--- src/logic/nn_params.svh ---
`ifndef NN_PARAMS_SVH
`define NN_PARAMS_SVH

// Layer shape
`define NN_INPUTS 10
`define NN_NEURONS 4

// Fixed-point widths
`define NN_DATA_W 8
`define NN_ACC_W 23
`define NN_FRAC_BITS 6
`define NN_OUT_MAX 127

`endif

--- src/logic/nn_pkg.sv ---
`default_nettype none

`include "nn_params.svh"

package nn_pkg;

	typedef logic signed [`NN_DATA_W-1:0] act_t;
	typedef logic signed [`NN_DATA_W-1:0] weight_t;
	typedef logic signed [`NN_ACC_W-1:0] acc_t;
	typedef logic [$clog2(`NN_NEURONS)-1:0] neuron_idx_t;
	typedef logic [3:0] input_idx_t;

	// One inference worth of activations
	typedef struct packed {
		act_t [`NN_INPUTS-1:0] a;
	} act_vec_s;

	// Coefficient set of a single neuron
	typedef struct packed {
		weight_t [`NN_INPUTS-1:0] w;
		weight_t bias;
	} weight_vec_s;

	// Single host write where bias_sel picks the bias over a weight
	typedef struct packed {
		neuron_idx_t neuron;
		input_idx_t in_idx;
		logic bias_sel;
		weight_t value;
	} coef_wr_s;

	typedef struct packed {
		act_t [`NN_NEURONS-1:0] outs;
		neuron_idx_t winner;
	} layer_out_s;

endpackage

`default_nettype wire

--- src/logic/argmax_select.sv ---
`timescale 1ns/1ps
`default_nettype none

`include "nn_params.svh"

module argmax_select
(
	input logic clk,
	input logic reset,
	input logic in_valid,
	input nn_pkg::act_t outs [`NN_NEURONS],
	output logic result_valid,
	output nn_pkg::layer_out_s result
);

	typedef struct packed {
		nn_pkg::act_t val;
		nn_pkg::neuron_idx_t idx;
	} cand_s;

	cand_s leaf [`NN_NEURONS];
	cand_s pair_lo;
	cand_s pair_hi;
	cand_s best;
	nn_pkg::layer_out_s result_d;

	// Upper candidate wins only when strictly larger
	function automatic cand_s pick_max(cand_s lo, cand_s hi);
		if (hi.val > lo.val)
			return hi;
		return lo;
	endfunction

	always_comb
	begin
		for (int n = 0; n < `NN_NEURONS; n++)
		begin
			leaf[n].val = outs[n];
			leaf[n].idx = nn_pkg::neuron_idx_t'(n);
			result_d.outs[n] = outs[n];
		end
		pair_lo = pick_max(leaf[0], leaf[1]);
		pair_hi = pick_max(leaf[2], leaf[3]);
		best = pick_max(pair_lo, pair_hi);
		result_d.winner = best.idx;
	end

	always_ff @(posedge clk)
	begin
		if (reset)
		begin
			result_valid <= 1'b0;
			result <= '0;
		end
		else
		begin
			result_valid <= in_valid;
			if (in_valid)
				result <= result_d;
		end
	end

endmodule

`default_nettype wire

--- config.mk ---
export PLATFORM = sky130hd
export DESIGN_NAME = argmax_select
export DESIGN_NICKNAME = d
export VERILOG_FILES = /design/src/logic/nn_pkg.sv /design/src/logic/argmax_select.sv
export VERILOG_INCLUDE_DIRS = /design/src /design/src/logic
export SDC_FILE = /design/constraint.sdc
export NUM_CORES = 1
export LEC_CHECK = 0
export ABC_AREA = 1
export BUFFER_PORTS_ARGS = -buffer_cell sky130_fd_sc_hd__buf_2
export CAP_MARGIN = 20
export CELL_PAD_IN_SITES_DETAIL_PLACEMENT = 1
export CELL_PAD_IN_SITES_GLOBAL_PLACEMENT = 1
export CORE_ASPECT_RATIO = 1.4
export CORE_MARGIN = 10
export CORE_UTILIZATION = 36
export CTS_BUF_LIST = sky130_fd_sc_hd__clkbuf_8 sky130_fd_sc_hd__clkbuf_16
export CTS_CLUSTER_DIAMETER = 100
export DETAILED_ROUTE_END_ITERATION = 16
export PLACE_DENSITY = 0.93
export SLEW_MARGIN = 15
export SYNTH_ARGS = -nofsm -noshare
export SYNTH_HDL_FRONTEND = slang
export SYNTH_SLANG_ARGS = --single-unit
export TNS_END_PERCENT = 30
--- constraint.sdc ---
create_clock -name clk -period 4.1 [get_ports clk]
set_input_delay 0.205 -clock clk [delete_from_list [all_inputs] [get_ports clk]]
set_output_delay 0.205 -clock clk [all_outputs]
set_load 0.02 [all_outputs]
==> results.cfg <==
[outcome]
status = finished clean

[clock_network]
cts_num_sinks = 35
post-cts-setup-buffers = 0
cts-resized-gates = 0
cts.path.max_buffers = 2
root_buffer = clkbuf_8
clock_latency_ps = 290
htree_levels = 2
cts.clk_slew.worst_paths_ps = 80
numCtsBuffers = 5
cts_tree = yes
holdBufCountCts = 0

[setup_path]
max_stage_delay_ps = 310
endpoint_kind = flip-flop
crit_buf_inv = 2
critPathArrivalTime_ps = 2860
reg2reg_depth = 2
start_kind = input port
cpMaxStageDelayCell = ha_1
path_cells = buf_2, inv_1, ha_1, a21oi_1, nor2_1, nor2_2, nand2_1, nand2_1, nand3_4, nor2_1, a21oi_2, ha_1, a21oi_1, nor2_1, nor2_1, nand2_1, nand2_1, nand3_1, nand2_1, nand3_1, a21oi_1
path_common_cell = nand2_1
criticalPathCategory = input port to flip-flop
crit_family = simple AND/OR/NAND/NOR gates
worst-path-stages = 21
cp.required_ps = 4330
crit_fanout = 17

[floorplan]
coreArea_sq_mm = 0.005565
start_util = 0.3750
die-area_sq_mm = 0.009286
io_pins = 70
dieWidth_microns = 84.35
die_h_microns = 110.1
rows = 32

[global_routing]
antenna_found_initial = 0
track_usage = 0.1361
grt_pass1_wl_microns = 10520
grt_max_degree = 53
grt_pass1_vias = 2251
grt-ovfl-total = 0

[power_and_ir_drop]
power_leakage_nw = 1.359
p_total_mw = 1.012
combPwrFrac = 0.314
power_density_mw_per_mm2 = 395.8
p_int_uw = 661.2
vdd_drop_max_v = 0.0002415
seq_power_share = 0.373
swShare = 0.3465
p_clk_frac = 0.313
switchingPower_uw = 350.6

[detailed_routing]
drtPass1Iterations = 4
wl_per_cell_microns = 15.52
wirelength_microns = 6427
drt_iter0_drc = 73
avgViaCountPerCell = 5.046
drc = 0
final_antenna_net_count = 0
vias = 2089

[min_path]
hold_class = input port to flip-flop
holdPathStages = 2

[synth]
yosysWarnings = 0
synthesis.nets = 340
yosysTopAreaCell = dfxtp_1
mappedNetlistArea_sq_mm = 0.002087
synth_top_area_share = 0.3357
ys_seq_area_frac = 0.3357
avgSynthCellArea_sq_um = 7.427
syn_inst = 281
synth_cell_types = 22
synthTopCellsByArea = dfxtp_1 (34%), ha_1 (14%), nor2_1 (8.3%), o21ai_0 (7.4%), nand2_1 (7.4%)
ys_ff_latch = 35

[placed_design]
post-dp-hpwl_microns = 5195
place_congestion = 0.7576
io_buffers = 69
place_area_sq_mm = 0.002444

[timing]
setup_tns_ps = 0
timing.slew.headroom = 0.4526
fin_crit_sh = 0.6426
setup_viol_count_final = 0
rsz0062_at_grt = no
finalMaxSlewViolations = 0
fin_worst_skew_ps = 0
fin_hold_ws_ps = 104.1
tightestPinTransition_ps = 821.1
fin_crit_ps = 2635
report.final.hold_viol_count = 0
fmax_ghz = 0.3795

[final_layout]
multi_input_area_sq_mm = 0.001200
syn_to_final_growth_pct = 22.48
seqCellArea_sq_um = 700.7
mostFrequentLayoutCells = buf_2 (69), nor2_1 (46), nand2_1 (41)
final_common_cell = buf_2
num-nets-final = 404
final_area_sq_mm = 0.002556
drive_gt1_frac = 0.3150
fillers = 724
fin_util = 0.4593
num_antenna_cells = 0

[job]
maxCapViolations = 0
[synth_stat cells (all sizes together)]
cell and number:
a21o 2, a21oi 33, buf 3, clkbuf 9
dfxtp 35, ha 24, inv 30, nand2 42
nand3 7, nand4 3, nor2 52, o21ai 41
[stage by stage]
step / setup WS (ps) / cells
global route: 1096 / 414
finish: 1465 / 414
global placement: 1354 / 406
floorplan: 1667 / 281
detailed placement: 1159 / 406
CTS: 1455 / 414
[final cells by class]
class / instances / area share
repair buffers: 69 / 0.1351
clock buffers: 5 / 0.02692
clock inverters: 3 / 0.01713
inverters: 30 / 0.04405
flip-flops and latches: 35 / 0.2741
well taps: 68 / 0.03328
multi-input cells: 204 / 0.4694
[routing by layer]
layer	track usage	up-vias	wire, microns
met2	0.2642	42	3565
met1	0.1315	985	2424
li1	-	1046	-
met5	0	-	0
met3	0.03377	16	237
met4	0.06604	0	199
[final timing paths]
kind / slack (ps) / to / from
worst max-delay path: 1470 / result[0] / outs[13]
worst min-delay path: 100 / result_valid / reset
worst max register to register: 3390 / result[18] / result[18]
worst min register to register: 470 / result[0] / result[0]
[power by group through the flow]
stage	Clock (mW)	Sequential, mW	Combinational, mW
floorplan	0	0.416	0.205
global placement	0	0.383	0.308
detailed placement	0	0.385	0.322
CTS	0.323	0.377	0.325
global route	0.340	0.381	0.364
finish	0.317	0.377	0.318
[logic make-up (layout without fill, tap and decap cells)]
kind of cell | Yosys count | count (layout) | share of synthesized area
flops | 35 | 35 | 0.3357
simple gates | 104 | 104 | 0.2176
compound gates | 76 | 76 | 0.2134
buf+inv | 42 | 107 | 0.08932
fa+ha+maj | 24 | 24 | 0.1439
[registers in the layout, summed over array words and instances, names as in the netlist]
name,cells
result,34
result_valid,1
No activity file was read; power rests on OpenSTA's default activity.
