File: src/logic/nn_params.svh
`ifndef NN_PARAMS_SVH
`define NN_PARAMS_SVH

// Layer shape
`define NN_INPUTS 10
`define NN_NEURONS 4

// Fixed-point widths
`define NN_DATA_W 8
`define NN_ACC_W 23
`define NN_FRAC_BITS 6
`define NN_OUT_MAX 127

`endif

File: src/logic/nn_pkg.sv
`default_nettype none

`include "nn_params.svh"

package nn_pkg;

	typedef logic signed [`NN_DATA_W-1:0] act_t;
	typedef logic signed [`NN_DATA_W-1:0] weight_t;
	typedef logic signed [`NN_ACC_W-1:0] acc_t;
	typedef logic [$clog2(`NN_NEURONS)-1:0] neuron_idx_t;
	typedef logic [3:0] input_idx_t;

	// One inference worth of activations
	typedef struct packed {
		act_t [`NN_INPUTS-1:0] a;
	} act_vec_s;

	// Coefficient set of a single neuron
	typedef struct packed {
		weight_t [`NN_INPUTS-1:0] w;
		weight_t bias;
	} weight_vec_s;

	// Single host write where bias_sel picks the bias over a weight
	typedef struct packed {
		neuron_idx_t neuron;
		input_idx_t in_idx;
		logic bias_sel;
		weight_t value;
	} coef_wr_s;

	typedef struct packed {
		act_t [`NN_NEURONS-1:0] outs;
		neuron_idx_t winner;
	} layer_out_s;

endpackage

`default_nettype wire

File: src/logic/weight_bank.sv
`timescale 1ns/1ps
`default_nettype none

`include "nn_params.svh"

module weight_bank
(
	input logic clk,
	input logic reset,
	input logic coef_wr_en,
	input nn_pkg::coef_wr_s coef_wr,
	output nn_pkg::weight_vec_s coefs [`NN_NEURONS]
);

	logic [`NN_NEURONS-1:0] neuron_hit;
	logic [`NN_INPUTS-1:0] input_hit;
	logic in_range;
	logic weight_wr;
	logic bias_wr;

	// Address decode of the host write
	always_comb
	begin
		in_range = (coef_wr.in_idx < nn_pkg::input_idx_t'(`NN_INPUTS));
		weight_wr = !coef_wr.bias_sel && in_range;
		bias_wr = coef_wr.bias_sel;

		for (int n = 0; n < `NN_NEURONS; n++)
		begin
			neuron_hit[n] = coef_wr_en && (coef_wr.neuron == nn_pkg::neuron_idx_t'(n));
		end

		for (int i = 0; i < `NN_INPUTS; i++)
		begin
			input_hit[i] = weight_wr && (coef_wr.in_idx == nn_pkg::input_idx_t'(i));
		end
	end

	// One coefficient register set per neuron
	for (genvar n = 0; n < `NN_NEURONS; n++)
	begin : g_neuron
		always_ff @(posedge clk)
		begin
			if (reset)
			begin
				coefs[n] <= '0;
			end
			else if (neuron_hit[n])
			begin
				if (bias_wr)
				begin
					coefs[n].bias <= coef_wr.value;
				end
				for (int i = 0; i < `NN_INPUTS; i++)
				begin
					if (input_hit[i])
					begin
						coefs[n].w[i] <= coef_wr.value;
					end
				end
			end
		end
	end

endmodule

`default_nettype wire

File: config.mk
export PLATFORM = sky130hd
export DESIGN_NAME = weight_bank
export DESIGN_NICKNAME = d
export VERILOG_FILES = /design/src/logic/nn_pkg.sv /design/src/logic/weight_bank.sv
export VERILOG_INCLUDE_DIRS = /design/src /design/src/logic
export SDC_FILE = /design/constraint.sdc
export NUM_CORES = 1
export LEC_CHECK = 0
export ABC_CLOCK_PERIOD_IN_PS = 3100
export BUFFER_PORTS_ARGS = -buffer_cell sky130_fd_sc_hd__buf_2
export CAP_MARGIN = 20
export CORE_MARGIN = 2
export CORE_UTILIZATION = 53
export DETAILED_ROUTE_END_ITERATION = 10
export MAX_ROUTING_LAYER = met4
export PLACE_DENSITY = 0.88
export SLEW_MARGIN = 40
export SYNTH_ARGS = -nofsm -noshare
export SYNTH_HDL_FRONTEND = slang
export SYNTH_SLANG_ARGS = --single-unit
export TNS_END_PERCENT = 5
File: constraint.sdc
create_clock -name clk -period 3.1 [get_ports clk]
set_clock_uncertainty 0.15 [all_clocks]
set_input_delay 0.465 -clock clk [delete_from_list [all_inputs] [get_ports clk]]
set_output_delay 0.465 -clock clk [all_outputs]
set_load 0.01 [all_outputs]
==> impl_metrics.env <==
export IMPL_outcome="completed"
export IMPL_critPathLaunchType="input port"
export IMPL_synth_top_area_share_pct=50.47
export IMPL_start_util_pct=53.73
export IMPL_crit_path_max_fanout=19
export IMPL_finalPower_w=0.009050
export IMPL_maxCapViolCount=0
export IMPL_fillers=1971
export IMPL_place_congestion=0.8527
export IMPL_antenna_found_initial=1
export IMPL_finalHoldViolations=0
export IMPL_syn_num_nets=1283
export IMPL_cts_resized=0
export IMPL_synth_cells=1265
export IMPL_hold_path_class="input port to register"
export IMPL_synth_edff_count=0
export IMPL_arrival_ns=2.19
export IMPL_ys_top_cells_by_area="dfxtp_1 (50%), mux2i_1 (24%), nand2b_1 (15%)"
export IMPL_drive_gt1_share_pct=30.94
export IMPL_grt_pass1_wl_um=60630
export IMPL_numCtsBuffers=37
export IMPL_cts_buffer_depth=3
export IMPL_cpMaxStageDelayCell="nand4b_1"
export IMPL_worst_pin_slew_ns=0.7617
export IMPL_utilization_pct=65.82
export IMPL_place_hpwl_um=26340
export IMPL_path_cells="buf_2 -> nor4b_2 -> nand4b_1 -> mux2i_1"
export IMPL_power_leakage_nw=9.343
export IMPL_antenna_left=0
export IMPL_holdBufCountCts=0
export IMPL_ys_seq_area_share_pct=50.47
export IMPL_vias=10370
export IMPL_fp_coreArea_mm2=0.02598
export IMPL_drc_errors=0
export IMPL_cts_root_buffer="clkbuf_16"
export IMPL_synth_common_cells="dfxtp_1 (352), mux2i_1 (328), nand2b_1 (328), clkbuf_1 (73), nand2_1 (49)"
export IMPL_drt_pass1_iter_count=5
export IMPL_grt_max_degree=176
export IMPL_finalCritPeriodShare_pct=62.27
export IMPL_clock_fmax_mhz=518.0
export IMPL_vdd_drop_max_uv=450.1
export IMPL_worstSkewPairLatency_ns=0.49
export IMPL_routed_wl_um=39350
export IMPL_clkTransAtPathRegs_ns=0.06
export IMPL_whs_ns=0.1096
export IMPL_setup_tns_ns=0
export IMPL_yosys_cell_count_top_type="dfxtp_1"
export IMPL_area_delta_synth_final_pct=22.51
export IMPL_fin_crit_ns=1.930
export IMPL_ys_ff_latch=352
export IMPL_top_register="coefs"
export IMPL_syn_area_mm2=0.01396
export IMPL_ys_warn_count=0
export IMPL_synthDistinctLibCells=32
export IMPL_grt_overflow=0
export IMPL_fp_dieH_um=166.3
export IMPL_clock_sinks=352
export IMPL_yosysTopAreaCell="dfxtp_1"
export IMPL_postCtsSetupBuffers=0
export IMPL_io_buffers=369
export IMPL_syn_area_per_cell_um2=11.04
export IMPL_grt_usage_pct=28.51
export IMPL_wl_per_cell_um=20.29
export IMPL_synthArstFlopShare_pct=0
export IMPL_reg_top3="coefs (352)"
export IMPL_crit_required_ns=3.36
export IMPL_design_area_mm2=0.01710
export IMPL_cts_tree="built"
export IMPL_die_w_um=166.3
export IMPL_max_stage_delay_ns=0.64
export IMPL_grt_pass1_vias=10400
export IMPL_relSlewSlack_pct=49.22
export IMPL_synth_main_ff_cell="dfxtp_1"
export IMPL_endpoint_kind="register"
export IMPL_drtIter0Drc=708
export IMPL_path_class="input port to register"
export IMPL_htreeDepth=2
export IMPL_avgViaCountPerCell=5.347
export IMPL_placementRows=59
export IMPL_dieArea_mm2=0.02766
export IMPL_place_area_mm2=0.01601
export IMPL_rsz0062_at_grt="no"
export IMPL_setup_viol=0
export IMPL_design_portCount=370
export IMPL_largest_reg_flops=352
export IMPL_power_density_mw_per_mm2=529.1
export IMPL_nets=1604
export IMPL_maxSlewViolCount=0
==> power by group <==
part	switching, W	leakage (nW)	internal (W)
Sequential	0.00000971	2.84	0.00454
Combinational	0.000264	5.97	0.000154
Clock	0.00170	0.542	0.00238
==> per-stage QoR <==
stage	std cells	worst slack (ns)
3_5_place_dp	1882	0.6538
2_1_floorplan	1265	1.340
6_report	1939	1.170
5_1_grt	1939	1.014
4_1_cts	1938	1.182
3_3_place_gp	1882	0.7518
==> layout make-up <==
cell class / instances / area [um^2] / area share, %
Tap cell: 335 / 419.2 / 2.451
Antenna cell: 1 / 2.502 / 0.01463
Timing Repair Buffer: 384 / 2066 / 12.08
Clock inverter: 5 / 27.53 / 0.1609
Sequential cell: 352 / 7047 / 41.20
Clock buffer: 51 / 1069 / 6.247
Multi-Input combinational cell: 811 / 6474 / 37.85
==> logic make-up after synthesis <==
kind of cell,count (synthesis),synth area share (%)
multiplexers,328,23.52
flip-flops,352,50.48
AO/OA/AOI/OAI,24,0.8604
buffers and inverters,102,3.298
AND/OR/NAND/NOR,459,21.85
==> worst max-delay path, delay by kind of cell <==
kind | cells | cell delay (ns)
mux | 1 | 0.36
simple gates | 2 | 1.04
buf+inv | 1 | 0.32
==> routing by layer <==
layer | wire length [um] | vias up | GRT usage (%)
met4 | 927 | 0 | 8.508
met3 | 2737 | 69 | 6.578
li1 | - | 4839 | -
met1 | 16650 | 5078 | 34.86
met5 | 0 | - | -
met2 | 19030 | 381 | 47.19
==> worst paths after layout <==
kind | start | to | slack (ns) | cells past startpoint
setup reg to reg | coefs[104] | coefs[104] | 2.25 | 2
hold / removal | coef_wr[0] | coefs[88] | 0.11 | 3
hold reg to reg | coefs[3] | coefs[3] | 0.30 | 2
setup / recovery | coef_wr[13] | coefs[219] | 1.17 | 4
==> cell usage in the layout, fill, tap and decap left out, drive strengths merged, types with 3 or more instances in the layout <==
master / instances
nor4b: 7
nand2: 65
nand3: 19
dfxtp: 352
nor2b: 3
a21oi: 24
mux2i: 328
nor2: 10
nand4b: 4
nand4: 3
clkbuf: 51
and4bb: 4
and4b: 5
clkinv: 4
buf: 384
nand2b: 328
No activity file was read; power rests on OpenSTA's default activity.
